`src/iti_consts.svh`:
```
// ########################################
// widths of the trace encoder datapath
// and byte offsets of the config registers
// ########################################

`ifndef ITI_CONSTS_SVH
`define ITI_CONSTS_SVH

// instruction address width
`define ITI_XLEN 32
// trap cause width
`define ITI_CAUSE_LEN 5
// retired instruction count, wraps
`define ITI_IRETIRE_LEN 16
// itype width, 3 or 4 in E-Trace
`define ITI_ITYPE_LEN 3

// register map on the AXI4-Lite port
`define ITI_REG_CTRL 32'h0000_0000
`define ITI_REG_COUNT 32'h0000_0004

`endif
```
`src/iti_pkg.sv`:
```
// ########################################
// trace encoder types
//  commit opcode classes
//  instruction types
//  AXI4-Lite slave states and responses
// ########################################

`include "iti_consts.svh"

package iti_pkg;

  // operation class of a retired instruction
  typedef enum logic [3:0] {
    OP_OTHER,
    OP_EQ,
    OP_NE,
    OP_LTS,
    OP_GES,
    OP_LTU,
    OP_GEU,
    OP_JALR,
    OP_MRET,
    OP_SRET,
    OP_DRET
  } fu_op_e;

  // E-Trace itype, 3 bit variant
  typedef enum logic [`ITI_ITYPE_LEN-1:0] {
    STANDARD     = 3'd0,
    EXC          = 3'd1,
    INT          = 3'd2,
    ERET         = 3'd3,
    NON_TAKEN_BR = 3'd4,
    TAKEN_BR     = 3'd5,
    UNINF_JMP    = 3'd6
  } itype_t;

  // config slave FSM
  typedef enum logic [1:0] {
    AXI_IDLE,
    AXI_WRESP,
    AXI_RDATA
  } axi_state_e;

  // only OKAY and SLVERR are ever returned
  typedef enum logic [1:0] {
    RESP_OKAY   = 2'b00,
    RESP_SLVERR = 2'b10
  } axi_resp_e;

endpackage

```
`src/iti_top.sv`:
```
// ########################################
// trace encoder front end top level
//  itype detector, retire counter,
//  block emitter and config slave
// ########################################

`timescale 1ns/1ps

`include "iti_consts.svh"

module iti_top (
  input  logic                        clk_i,
  input  logic                        reset_i,
  // commit stage
  input  logic                        commit_valid_i,
  input  logic [`ITI_XLEN-1:0]        commit_iaddr_i,
  input  iti_pkg::fu_op_e             commit_op_i,
  input  logic                        commit_taken_i,
  input  logic                        commit_exc_i,
  input  logic                        commit_int_i,
  input  logic [`ITI_CAUSE_LEN-1:0]   commit_cause_i,
  // trace blocks, no back-pressure
  output logic                        trace_valid_o,
  output logic [`ITI_XLEN-1:0]        trace_iaddr_o,
  output logic [`ITI_IRETIRE_LEN-1:0] trace_iretire_o,
  output iti_pkg::itype_t             trace_itype_o,
  output logic [`ITI_CAUSE_LEN-1:0]   trace_cause_o,
  // config port
  input  logic                        s_awvalid_i,
  input  logic [31:0]                 s_awaddr_i,
  output logic                        s_awready_o,
  input  logic                        s_wvalid_i,
  input  logic [31:0]                 s_wdata_i,
  output logic                        s_wready_o,
  output logic                        s_bvalid_o,
  output iti_pkg::axi_resp_e          s_bresp_o,
  input  logic                        s_bready_i,
  input  logic                        s_arvalid_i,
  input  logic [31:0]                 s_araddr_i,
  output logic                        s_arready_o,
  output logic                        s_rvalid_o,
  output logic [31:0]                 s_rdata_o,
  output iti_pkg::axi_resp_e          s_rresp_o,
  input  logic                        s_rready_i
);

  import iti_pkg::*;

  itype_t                      itype;
  logic [`ITI_XLEN-1:0]        blk_iaddr;
  logic [`ITI_IRETIRE_LEN-1:0] blk_iretire;
  logic                        restart;
  logic                        trace_en;

  itype_detector #(
    .ITYPE_LEN (`ITI_ITYPE_LEN)
  ) u_itype_detector (
    .valid_i        (commit_valid_i),
    .exception_i    (commit_exc_i),
    .interrupt_i    (commit_int_i),
    .op_i           (commit_op_i),
    .branch_taken_i (commit_taken_i),
    .itype_o        (itype)
  );

  iretire_counter u_iretire_counter (
    .clk_i         (clk_i),
    .reset_i       (reset_i),
    .valid_i       (commit_valid_i),
    .iaddr_i       (commit_iaddr_i),
    .restart_i     (restart),
    .blk_iaddr_o   (blk_iaddr),
    .blk_iretire_o (blk_iretire)
  );

  block_emitter u_block_emitter (
    .clk_i           (clk_i),
    .reset_i         (reset_i),
    .trace_en_i      (trace_en),
    .itype_i         (itype),
    .blk_iaddr_i     (blk_iaddr),
    .blk_iretire_i   (blk_iretire),
    .cause_i         (commit_cause_i),
    .restart_o       (restart),
    .trace_valid_o   (trace_valid_o),
    .trace_iaddr_o   (trace_iaddr_o),
    .trace_iretire_o (trace_iretire_o),
    .trace_itype_o   (trace_itype_o),
    .trace_cause_o   (trace_cause_o)
  );

  // emitted blocks are counted from the trace pulse
  iti_regs u_iti_regs (
    .clk_i         (clk_i),
    .reset_i       (reset_i),
    .s_awvalid_i   (s_awvalid_i),
    .s_awaddr_i    (s_awaddr_i),
    .s_awready_o   (s_awready_o),
    .s_wvalid_i    (s_wvalid_i),
    .s_wdata_i     (s_wdata_i),
    .s_wready_o    (s_wready_o),
    .s_bvalid_o    (s_bvalid_o),
    .s_bresp_o     (s_bresp_o),
    .s_bready_i    (s_bready_i),
    .s_arvalid_i   (s_arvalid_i),
    .s_araddr_i    (s_araddr_i),
    .s_arready_o   (s_arready_o),
    .s_rvalid_o    (s_rvalid_o),
    .s_rdata_o     (s_rdata_o),
    .s_rresp_o     (s_rresp_o),
    .s_rready_i    (s_rready_i),
    .trace_valid_i (trace_valid_o),
    .trace_en_o    (trace_en)
  );

endmodule

```
`src/iti_regs.sv`:
```
// ########################################
// AXI4-Lite config slave
//  CTRL  bit 0 enables tracing
//  COUNT emitted trace blocks, read only
//  one outstanding transfer at a time
// ########################################

`timescale 1ns/1ps

`include "iti_consts.svh"

module iti_regs (
  input  logic                clk_i,
  input  logic                reset_i,
  input  logic                s_awvalid_i,
  input  logic [31:0]         s_awaddr_i,
  output logic                s_awready_o,
  input  logic                s_wvalid_i,
  input  logic [31:0]         s_wdata_i,
  output logic                s_wready_o,
  output logic                s_bvalid_o,
  output iti_pkg::axi_resp_e  s_bresp_o,
  input  logic                s_bready_i,
  input  logic                s_arvalid_i,
  input  logic [31:0]         s_araddr_i,
  output logic                s_arready_o,
  output logic                s_rvalid_o,
  output logic [31:0]         s_rdata_o,
  output iti_pkg::axi_resp_e  s_rresp_o,
  input  logic                s_rready_i,
  input  logic                trace_valid_i,
  output logic                trace_en_o
);

  import iti_pkg::*;

  axi_state_e  state_q;
  logic        wr_req;
  logic        wr_acc;
  logic        rd_acc;
  logic [31:0] blk_cnt_q;
  logic [31:0] rd_data;
  axi_resp_e   rd_resp;

  // address and data must arrive together
  assign wr_req = s_awvalid_i && s_wvalid_i;
  assign wr_acc = (state_q == AXI_IDLE) && wr_req;
  // writes win over reads in the same cycle
  assign rd_acc = (state_q == AXI_IDLE) && !wr_req && s_arvalid_i;

  assign s_awready_o = wr_acc;
  assign s_wready_o  = wr_acc;
  assign s_arready_o = rd_acc;
  assign s_bvalid_o  = (state_q == AXI_WRESP);
  assign s_rvalid_o  = (state_q == AXI_RDATA);

  // read decode
  always_comb begin
    rd_data = '0;
    rd_resp = RESP_OKAY;
    if (s_araddr_i == `ITI_REG_CTRL) begin
      rd_data = {31'd0, trace_en_o};
    end else if (s_araddr_i == `ITI_REG_COUNT) begin
      rd_data = blk_cnt_q;
    end else begin
      rd_resp = RESP_SLVERR;
    end
  end

  // handshake FSM and enable bit
  always_ff @(posedge clk_i) begin
    if (reset_i) begin
      state_q    <= AXI_IDLE;
      trace_en_o <= 1'b0;
    end else begin
      case (state_q)
        AXI_IDLE: begin
          if (wr_acc) begin
            state_q <= AXI_WRESP;
            if (s_awaddr_i == `ITI_REG_CTRL) begin
              trace_en_o <= s_wdata_i[0];
            end
          end else if (rd_acc) begin
            state_q <= AXI_RDATA;
          end
        end
        // hold response until the master takes it
        AXI_WRESP: if (s_bready_i) state_q <= AXI_IDLE;
        AXI_RDATA: if (s_rready_i) state_q <= AXI_IDLE;
        default:   state_q <= AXI_IDLE;
      endcase
    end
  end

  // response payload, captured at acceptance
  always_ff @(posedge clk_i) begin
    if (wr_acc) begin
      // COUNT is read only, write dropped silently
      s_bresp_o <= ((s_awaddr_i == `ITI_REG_CTRL) || (s_awaddr_i == `ITI_REG_COUNT)) ?
                   RESP_OKAY : RESP_SLVERR;
    end
    if (rd_acc) begin
      s_rdata_o <= rd_data;
      s_rresp_o <= rd_resp;
    end
  end

  // emitted block counter, wraps at 2^32
  always_ff @(posedge clk_i) begin
    if (reset_i) begin
      blk_cnt_q <= '0;
    end else if (trace_valid_i) begin
      blk_cnt_q <= blk_cnt_q + 32'd1;
    end
  end

endmodule

```
`src/block_emitter.sv`:
```
// ########################################
// trace block output stage
//  decides when a block closes
//  registers the emitted block fields
// ########################################

`timescale 1ns/1ps

`include "iti_consts.svh"

module block_emitter (
  input  logic                        clk_i,
  input  logic                        reset_i,
  input  logic                        trace_en_i,
  input  iti_pkg::itype_t             itype_i,
  input  logic [`ITI_XLEN-1:0]        blk_iaddr_i,
  input  logic [`ITI_IRETIRE_LEN-1:0] blk_iretire_i,
  input  logic [`ITI_CAUSE_LEN-1:0]   cause_i,
  output logic                        restart_o,
  output logic                        trace_valid_o,
  output logic [`ITI_XLEN-1:0]        trace_iaddr_o,
  output logic [`ITI_IRETIRE_LEN-1:0] trace_iretire_o,
  output iti_pkg::itype_t             trace_itype_o,
  output logic [`ITI_CAUSE_LEN-1:0]   trace_cause_o
);

  import iti_pkg::*;

  logic is_boundary;
  logic close_blk;
  logic is_trap;

  // any non STANDARD itype ends a block
  assign is_boundary = (itype_i != STANDARD);
  assign close_blk   = trace_en_i && is_boundary;

  // counter drops its block when tracing is off as well
  assign restart_o = !trace_en_i || is_boundary;

  // cause field is only meaningful for traps
  assign is_trap = (itype_i == EXC) || (itype_i == INT);

  // one cycle pulse per closed block
  always_ff @(posedge clk_i) begin
    if (reset_i) begin
      trace_valid_o <= 1'b0;
    end else begin
      trace_valid_o <= close_blk;
    end
  end

  // fields hold until the next block closes
  always_ff @(posedge clk_i) begin
    if (close_blk) begin
      trace_iaddr_o   <= blk_iaddr_i;
      trace_iretire_o <= blk_iretire_i;
      trace_itype_o   <= itype_i;
      trace_cause_o   <= is_trap ? cause_i : '0;
    end
  end

endmodule

```
`src/iretire_counter.sv`:
```
// ########################################
// current block tracking
//  start address and retired count
//  block view as if closed at this commit
// ########################################

`timescale 1ns/1ps

`include "iti_consts.svh"

module iretire_counter (
  input  logic                        clk_i,
  input  logic                        reset_i,
  input  logic                        valid_i,
  input  logic [`ITI_XLEN-1:0]        iaddr_i,
  input  logic                        restart_i,
  output logic [`ITI_XLEN-1:0]        blk_iaddr_o,
  output logic [`ITI_IRETIRE_LEN-1:0] blk_iretire_o
);

  logic [`ITI_XLEN-1:0]        start_q;
  logic [`ITI_IRETIRE_LEN-1:0] count_q;
  logic                        empty_q;

  // empty block starts at the current commit
  assign blk_iaddr_o = empty_q ? iaddr_i : start_q;

  // current commit counts into the closing block
  assign blk_iretire_o = count_q + {{(`ITI_IRETIRE_LEN-1){1'b0}}, valid_i};

  always_ff @(posedge clk_i) begin
    if (reset_i) begin
      count_q <= '0;
      empty_q <= 1'b1;
    end else if (restart_i) begin
      // block closed or tracing off
      count_q <= '0;
      empty_q <= 1'b1;
    end else if (valid_i) begin
      count_q <= count_q + 1'b1;
      empty_q <= 1'b0;
    end
  end

  // first valid commit of a block sets its start
  always_ff @(posedge clk_i) begin
    if (!restart_i && valid_i && empty_q) begin
      start_q <= iaddr_i;
    end
  end

endmodule

```
`src/itype_detector.sv`:
```
// ########################################
// itype classifier
//  one commit in, one instruction type out
//  purely combinational
// ########################################

`timescale 1ns/1ps

`include "iti_consts.svh"

module itype_detector #(
  // itype_width_p of the spec, 3 or 4
  parameter int ITYPE_LEN = `ITI_ITYPE_LEN
) (
  input  logic             valid_i,
  input  logic             exception_i,
  input  logic             interrupt_i,
  input  iti_pkg::fu_op_e  op_i,
  input  logic             branch_taken_i,
  output iti_pkg::itype_t  itype_o
);

  import iti_pkg::*;

  logic is_ret;
  logic is_cmp;
  logic is_jalr;

  // xRET of any privilege level
  assign is_ret = (op_i == OP_MRET) || (op_i == OP_SRET) || (op_i == OP_DRET);

  // conditional branches, taken or not
  assign is_cmp = (op_i == OP_EQ)  || (op_i == OP_NE)  ||
                  (op_i == OP_LTS) || (op_i == OP_GES) ||
                  (op_i == OP_LTU) || (op_i == OP_GEU);

  // indirect jump, target not inferable from the binary
  assign is_jalr = (op_i == OP_JALR);

  always_comb begin
    itype_o = STANDARD;
    // traps need no committed instruction
    if (exception_i) begin
      itype_o = EXC;
    end else if (interrupt_i) begin
      itype_o = INT;
    end else if (valid_i && is_ret) begin
      itype_o = ERET;
    end else if (valid_i && is_cmp) begin
      // taken flag picks between the two branch codes
      itype_o = branch_taken_i ? TAKEN_BR : NON_TAKEN_BR;
    end else if (valid_i && is_jalr && (ITYPE_LEN == 3)) begin
      // 4 bit itype has its own jump codes
      itype_o = UNINF_JMP;
    end
  end

endmodule

```
`config.mk`:
```
export PLATFORM = sky130hd
export DESIGN_NAME = iti_top
export DESIGN_NICKNAME = d
export VERILOG_FILES = /design/src/iti_pkg.sv /design/src/iti_top.sv /design/src/iti_regs.sv /design/src/block_emitter.sv /design/src/iretire_counter.sv /design/src/itype_detector.sv
export VERILOG_INCLUDE_DIRS = /design/src
export SDC_FILE = /design/constraint.sdc
export NUM_CORES = 1
export LEC_CHECK = 0
export BUFFER_PORTS_ARGS = -buffer_cell sky130_fd_sc_hd__buf_2
export CAP_MARGIN = 20
export CORE_MARGIN = 4
export CORE_UTILIZATION = 45
export DETAILED_ROUTE_END_ITERATION = 8
export PLACE_DENSITY = 0.73
export SLEW_MARGIN = 40
export SYNTH_ARGS = -nofsm -noshare
export SYNTH_HDL_FRONTEND = slang
export SYNTH_SLANG_ARGS = --single-unit
```
`constraint.sdc`:
```
create_clock -name clk_i -period 6.89 [get_ports clk_i]
set_input_delay 0 -clock clk_i [delete_from_list [all_inputs] [get_ports clk_i]]
set_output_delay 0 -clock clk_i [all_outputs]
set_load 0.02 [all_outputs]
```
# [Word-level counts from Yosys, hierarchy flattened]
# Index checks and enable logic that the tools add are counted.
[op_classes] n_eq_ne=19 n_mux=16 n_reduce_logical=31 n_addsub=3 bitwise_logic=1
[op_table] op="$eq 32x3->1 const B" count=2
[op_table] op="$logic_not 32->1" count=2
[op_table] op="$add 32x1->32 const B" count=1
[op_table] op="$mux 32" count=1
[op_table] op="$add 16x1->16" count=1
[op_table] op="$add 16x1->16 const B" count=1
[op_table] op="$eq 4x3->1 const B" count=4
[op_table] op="$mux 3" count=5
[op_table] op="$eq 4x4->1 const B" count=3
[op_table] op="$mux 2" count=6
[op_table] op="$logic_and 1x1->1" count=10
[op_table] op="$logic_or 1x1->1" count=10
[op_table] op="$eq 4x2->1 const B" count=2
[op_table] op="$pmux 2 s3" count=1
[op_table] op="$reduce_and 3->1" count=2
[op_table] op="$eq 4x1->1 const B" count=1
[op_table] op="$ne 2x1->1 const B" count=2
[op_table] op="$reduce_or 2->1" count=2
[op_table] op="$eq 3x1->1 const B" count=1
[op_table] op="$eq 3x2->1 const B" count=1
[op_table] op="$logic_not 1->1" count=3
[op_table] op="$mux 1" count=3
[op_table] op="$ne 3x3->1 const B" count=1
[op_table] op="$reduce_bool 3->1" count=1
[op_table] op="other kinds (4)" count=4
[word_totals] input_bits=148 regBits=177 output_inout_bits=98 wordCells=85

# [Logic depth before layout (Yosys ltp)]
# Gate-level depths: netlist of the first run.
[logic_depth] ltp_word=16 ltp_mapped=7 depth_no_buf=6

# [Modules after synthesis]
# A second synthesis of the first run with hierarchy kept.
[unflattened] cells_unflattened=565 hier_area_um2=7325.8
[modules_own_cells] module="iti_regs" area_per_inst_um2=3093.0 cells_per_inst=293 seq_area_each_um2=1721.7 instances=1
[modules_own_cells] module="iretire_counter" area_per_inst_um2=2357.3 cells_per_inst=190 seq_area_each_um2=1301.2 instances=1
[modules_own_cells] module="block_emitter" area_per_inst_um2=1770.4 cells_per_inst=67 seq_area_each_um2=1701.6 instances=1
[modules_own_cells] module="itype_detector" area_per_inst_um2=105.1 cells_per_inst=15 seq_area_each_um2=0.0 instances=1

# [Worst setup path after synthesis of the first run]
# No wires, ideal clock.
[synth_timing] path_kind="input to register" start="in commit_valid_i" end="reg u_block_emitter.trace_cause_o[0], enable pin" setup_time_ps=477 cell_stages=5 n_path_buf=1 setup_slack_ps=3250 t_required_ps=6413 arrival_ps=3164 cell_sequence="clkbuf_1 o41ai_1 a21oi_1 nor3_1 nor2b_1"
[synth_between] elab_chain_len=8 word_cells_on_any_way=10 cone_classes="5 x mux; 5 x reduce/logical"
[synth_lines] element="start, declared" line_no="iti_top.sv:15" source="input logic commit_valid_i,"
[synth_lines] element="$logic_and 1x1->1" line_no="itype_detector.sv:52" source="end else if (valid_i && is_jalr && (ITYPE_LEN == 3)) begin"
[synth_lines] element="$mux 3" line_no="itype_detector.sv:52"
[synth_lines] element="$mux 3" line_no="itype_detector.sv:49" source="end else if (valid_i && is_cmp) begin"
[synth_lines] element="$mux 3 *" line_no="itype_detector.sv:47" source="end else if (valid_i && is_ret) begin"
[synth_lines] element="$mux 3 *" line_no="itype_detector.sv:45" source="end else if (interrupt_i) begin"
[synth_lines] element="$mux 3 *" line_no="itype_detector.sv:43" source="if (exception_i) begin"
[synth_lines] element="$reduce_bool 3->1 *" line_no="block_emitter.sv:34" source="assign is_boundary = (itype_i != STANDARD);"
[synth_lines] element="$logic_and 1x1->1 *" line_no="block_emitter.sv:35" source="assign close_blk = trace_en_i && is_boundary;"
[synth_lines] element="via u_block_emitter.close_blk" line_no="block_emitter.sv:30" source="logic close_blk;"
[synth_lines] element="end signal, assigned" line_no="block_emitter.sv:58" source="trace_cause_o <= is_trap ? cause_i : '0;"
[synth_lines] element="end, declared" line_no="block_emitter.sv:24" source="output logic [`ITI_CAUSE_LEN-1:0] trace_cause_o"
# Mark *: on every way through the listed nets, which the timed path passes. The rest lies on a longest branch.
# A chain may end at the register's enable or synchronous reset.

# [Worst setup path in the final report of the first run]
[layout_timing] start="in s_awaddr_i[10]" end="reg u_iti_regs.s_bresp_o[1] (data pin)"
[layout_between] elab_chain_len=3 word_cells_on_any_way=4 cone_classes="1 x eq/ne; 1 x mux; 2 x reduce/logical"
[layout_lines] element="start, declared" line_no="iti_top.sv:30" source="input logic [31:0] s_awaddr_i,"
[layout_lines] element="$eq 32x3->1 (no source line) / $logic_not 32->1 (equally long branches)"
[layout_lines] element="$logic_or 1x1->1 *" line_no="iti_regs.sv:99" source="s_bresp_o <= ((s_awaddr_i == `ITI_REG_CTRL) || (s_awaddr_i == `ITI_REG_COUNT)) ?"
[layout_lines] element="$mux 2 *" line_no="iti_regs.sv:99"
[layout_lines] element="end signal, assigned" line_no="iti_regs.sv:99"
[layout_lines] element="end, declared" line_no="iti_regs.sv:22" source="output iti_pkg::axi_resp_e s_bresp_o,"
# Every way passes the cells marked *; elsewhere a longest branch is shown, timed or not.

==> results.yml, run 1 <==
run_status:
  status: "complete, no violations"
global_routing:
  grt_pass1_wl_mm: 28.1
  grt_pass1_vias: 5549
  grt_use_total: 0.192
  antenna_found_initial: 0
  grt_max_degree: 57
  overflow: 0
synth:
  synth_seq_cells: 175
  synth-xor-area-share: 0.0446
  syn-instance-count: 569
  synth_edf_count: 122
  synth_compound_gate_area_share: 0.0415
  synthAdderAreaFrac: 0.00688
  avgSynthCellArea_um2: 12.8
  yosysWarnings: 0
  yosys-mux-area-fraction: 0.0613
  synth_ff_type: "edfxtp_1"
  synth_cell_types: 42
  ys_seq_area_frac: 0.650
  synth-simple-area-share: 0.174
  synthArstFlopShare: 0
  syn_area_um2: 7270
  synth_top_family_by_area: "simple AND/OR/NAND/NOR gates"
floorplanning:
  rows: 46
  fp.dieArea_um2: 18300
  dieWidth_um: 135
  core_area_um2: 15900
  io_pins: 246
  initial_core_util: 0.458
  die_y_um: 135
sta:
  tns_ps: 0
  fmax_ghz: 0.359
  post-route-min-period_ps: 2780
  worstMarginPinSlew_ps: 737
  slew_violations: 0
  maxSlewHeadroom: 0.508
  fin_crit_sh: 0.404
  hold_viol_final: 0
  rsz0062_at_grt: "false"
  setup_viol: 0
  timing.hold.ws_ps: 50.9
  finClkSkew_ps: 7.19
route:
  wire_per_inst_um: 16.8
  vias: 5608
  drt_iter0_drc: 278
  via_per_inst: 5.31
  drc: 0
  firstDrtPassIters: 5
  ant_nets: 0
  wirelength_mm: 17.8
final_layout:
  multi_input_area_um2: 2410
  antenna_cells: 0
  register_area_um2: 4720
  nets: 980
  fillers: 1276
  drive_gt1_frac: 0.356
  area_growth_pct: 32.6
clock_network:
  clockRootBuffer: "clkbuf_16"
  clk_latency_ps: 420
  path_clk_slew_ps: 70
  htreeDepth: 4
  postCtsResizedCells: 0
  cts_tree: "built"
  cts_made_buffers: 17
  clock_sinks: 175
  cts.path.max_buffers: 2
worst_setup_path:
  worstReg2RegStart: "u_block_emitter.trace_valid_o"
  endpoint_kind: "flip-flop"
  arrival_ps: 2960
  crit_type: "in2reg"
  cp_max_fo: 2
  crit_start: "s_awaddr_i[10]"
  startpoint_type: "primary input"
  required_ps: 7060
hold_path:
  hold_path_class: "in2reg"
  hold_start: "s_wvalid_i"
pwr:
  ir_drop_v: 0.000163
  cellLeakagePower_uw: 0.00358
  p_total_uw: 2220
  power-per-cell-area_nw_per_um2: 231
placement:
  port_buffers: 212
  hpwl_mm: 12.2
  gp_congestion: 0.889
flow_run:
  drv_cap: 0
## placed cells by master (no fill, tap or decap), types with 7 or more instances in the layout
cell type	n
buf_2	212
edfxtp_1	122
dfxtp_1	53
dlygate4sd3_1	52
nor2_1	37
mux2_2	36
and2_1	28
nand2_1	26
a21oi_1	24
xor2_1	20
nor4_1	20
or4_1	20
nand4_1	18
xnor2_1	17
clkbuf_16	17
nor3_1	16
nand3_1	15
o31ai_1	14
nor2b_1	10
and3_1	7
o21ai_0	7
or3_1	7
## area by class of cell
| class | instances | share of cell area |
|---|---|---|
| multi-input combinational | 359 | 0.250 |
| inverter | 6 | 0.00234 |
| clock inverter | 15 | 0.0173 |
| sequential | 175 | 0.490 |
| tap | 216 | 0.0280 |
| clock buffer | 17 | 0.0441 |
| timing repair buffer | 269 | 0.168 |
## final timing paths
check	cells after the start	end	slack, ps
max	8	u_iti_regs.s_bresp_o[1]	4110
max reg2reg	4	u_iti_regs.blk_cnt_q[25]	4510
min	3	u_iti_regs.s_bresp_o[1]	50
min reg2reg	2	u_iti_regs.blk_cnt_q[31]	490
## stage by stage
stage                     setup slack (ps)   util  instance area [um2]  std cells
after floorplan                       3250      -                 7270        570
after global placement                4500  0.537                 8530        973
after detailed placement              4430  0.537                 8530        973
after CTS                             4130  0.607                 9640       1057
after global routing                  4050  0.607                 9640       1057
final                                 4110  0.607                 9640       1057
## cell usage after synthesis (5+ instances only)
master    number  share of area
or4_1         20          0.021
nand4_1       18          0.015
mux2_2        36          0.056
xor2_1        20          0.024
o31ai_1       14          0.014
a21oi_1       24          0.017
xnor2_1       17          0.020
nor2_1        37          0.019
edfxtp_1     122           0.50
or2_2          5         0.0043
inv_1          6         0.0031
dfxtp_1       53           0.15
nand3_1       15          0.010
nor3_1        18          0.012
clkbuf_1      18         0.0093
and3_1         7         0.0060
and2_1        28          0.024
or3_1          7         0.0060
nand2_1       26          0.013
nor2b_1       11         0.0095
nor4_1        20          0.017
o21ai_0        7         0.0048
## layer usage
layer	up-vias	global-route usage	wire length [um]
li1	2642	-	-
met5	-	0	0
met1	2734	0.237	7300
met3	26	0.0425	1070
met4	0	0.0655	320
met2	206	0.334	9120
## cell families (layout without fill, tap and decap cells)
kind of cell    count (synthesis)  after routing
simple gates                  226            226
other cells                     1              2
compound gates                 50             50
fa+ha+maj                       4              4
buf+inv                        36            307
mux                            40             40
flops                         175            175
xor+xnor                       37             37
## report_power, final
part | total, uW | internal (uW) | switching [uW]
combinational | 126 | 64.1 | 62.4
sequential | 1140 | 1130 | 4.21
clock | 960 | 517 | 443
## flip-flops by register name, indices dropped and copies added, names as in the netlist, 2 cells and up
name / flops
u_block_emitter.trace_iaddr_o: 32
u_iretire_counter.start_q: 32
u_iti_regs.blk_cnt_q: 32
u_iti_regs.s_rdata_o: 32
u_block_emitter.trace_iretire_o: 16
u_iretire_counter.count_q: 16
u_block_emitter.trace_cause_o: 5
u_block_emitter.trace_itype_o: 3
u_iti_regs.state_q: 2
## critical path, cell delays in order
cell and delay, ps:
dlygate4sd3_1 530, buf_2 120, nor4_1 210, dlygate4sd3_1 590
nand4_1 100, dlygate4sd3_1 570, or2_2 290, dlygate4sd3_1 550
## timing repair
item / in CTS / in global routing
hold buffers: 52 / 0
hold endpoints to repair: 80 / 0
endpoints found under the setup margin: 0 / 0
setup buffers: 0 / 0
Note: power is estimated with default switching activity, not from simulation.
==> run 2, diff against run 1 <==
PLACE_DENSITY = 0.76   (was 0.73)
clock period = 2.3 ns   (was 6.89 ns; I/O delays follow)
==> results.yml, run 2 (same netlist as run 1, synthesis figures left out) <==
worst_setup_path:
  startpoint_type: "primary input"
  crit_type: "in2reg"
  slowest_delay_ps: 600
  path_cells: "dlygate4sd3_1 -> buf_2 -> nor4_1 -> dlygate4sd3_1 -> nand4_1 -> dlygate4sd3_1 -> or2_2"
  required_ps: 2480
  arrival_ps: 2440
  cp_top_family: "buffers and inverters"
  crit_slowest_cell: "dlygate4sd3_1"
  cp_max_fo: 2
  cpMostUsedCell: "dlygate4sd3_1"
  endpoint_kind: "flip-flop"
  critPathBufInv: 4
pwr:
  pwr-share-clk: 0.442
  power-per-cell-area_nw_per_um2: 691
  switching_power_uw: 1550
  cellInternalPower_uw: 5250
  sw_frac_of_total: 0.228
  power.share.sequential: 0.500
  cellLeakagePower_uw: 0.00368
  pwr-share-comb: 0.058
  ir_drop_v: 0.000498
run_status:
  status: "complete, no violations"
global_routing:
  overflow: 0
  grt_use_total: 0.196
  grt_pass1_wl_mm: 28.1
  grt_pass1_vias: 5437
  grt_max_degree: 57
  antenna_found_initial: 0
route:
  via_per_inst: 5.15
  firstDrtPassIters: 4
  wire_per_inst_um: 16.8
  vias: 5526
  wirelength_mm: 18.0
  ant_nets: 0
  drt_iter0_drc: 321
  drc: 0
clock_network:
  clk_latency_ps: 430
  cts.path.max_buffers: 2
  cts_setup_buffers: 0
  cts_tree: "built"
  clock_sinks: 175
  clockRootBuffer: "clkbuf_16"
  path_clk_slew_ps: 70
  cts_made_buffers: 17
  htreeDepth: 4
floorplanning:
  fp.dieArea_um2: 18300
  die_y_um: 135
  io_pins: 246
  core_area_um2: 15900
  initial_core_util: 0.458
  rows: 46
  dieWidth_um: 135
placement:
  hpwl_mm: 11.6
  dp_slack_ps: 189
  gp_congestion: 0.844
  port_buffers: 212
  place_inst: 987
sta:
  tns_ps: 0
  finClkSkew_ps: 12.0
  slew_violations: 0
  fmax_ghz: 0.443
  fin_ws_ps: 41.9
  rsz0062_at_grt: "false"
  fin_crit_sh: 0.982
  hold_viol_final: 0
  setup_viol: 0
  post-route-min-period_ps: 2260
hold_path:
  hold_path_class: "in2reg"
final_layout:
  area_growth_pct: 35.4
  antenna_cells: 0
  final_common_cell: "buf_2"
  layout.cells.non_filler: 1074
  utilization: 0.620
  drive_gt1_frac: 0.366
  layout_common_cells: "buf_2 (212), edfxtp_1 (122), dlygate4sd3_1 (55), dfxtp_1 (53), nor2_1 (37)"
  nets: 997
flow_run:
  drv_cap: 0
-- run 2: final cells by class --
cell class / count / area, um2
Clock buffer: 17 / 425
Sequential cell: 175 / 4720
Clock inverter: 15 / 196
Multi-Input combinational cell: 359 / 2420
Tap cell: 216 / 270
Fill cell: 1239 / 6040
Timing Repair Buffer: 286 / 1780
Inverter: 6 / 22.5
-- run 2: final timing paths --
kind                            startpoint                  endpoint  slack, ps  cells past startpoint
setup / recovery            s_awaddr_i[30]   u_iti_regs.s_bresp_o[1]         40                      7
setup reg to reg   u_iti_regs.blk_cnt_q[5]  u_iti_regs.blk_cnt_q[16]        200                      5
hold reg to reg   u_iti_regs.blk_cnt_q[31]  u_iti_regs.blk_cnt_q[31]        490                      2
hold / removal                  s_wvalid_i   u_iti_regs.s_bresp_o[1]         30                      3
-- run 2: metrics by stage --
step	hold slack [ps]	power [uW]	cell area [um2]
detailed placement	190	3790	8670
global placement	194	3780	8670
global route	32.8	7030	9840
floorplan	98.9	3620	7290
CTS	3.40	6830	9840
finish	28.4	6800	9840
-- run 2: power groups by stage --
stage	sequential, uW	clock, uW	combinational (uW)
finish	3400	3010	392
global route	3410	3200	422
CTS	3400	3040	384
detailed placement	3470	0	312
global placement	3470	0	304
floorplan	3520	0	99.8
-- run 2: repair_timing --
action / in CTS / in global routing
hold buffers: 55 / 0
endpoints found under the hold margin: 80 / 0
gates resized for setup: 0 / 1
setup endpoints to repair: 0 / 1
-- run 2: metal layers --
metal / routed length, um / up-vias / GRT usage
met5: 0 / - / 0
met4: 242 / 0 / 0.0526
met3: 1100 / 19 / 0.0518
met2: 9090 / 160 / 0.337
met1: 7580 / 2674 / 0.246
li1: - / 2673 / -
-- run 2: worst register-to-register path: cells and delay by family (launching register included) --
kind | cells | cell delay [ps]
AO/OA/AOI/OAI | 1 | 140
buffers and inverters | 1 | 180
flip-flops | 1 | 420
AND/OR/NAND/NOR | 3 | 1290
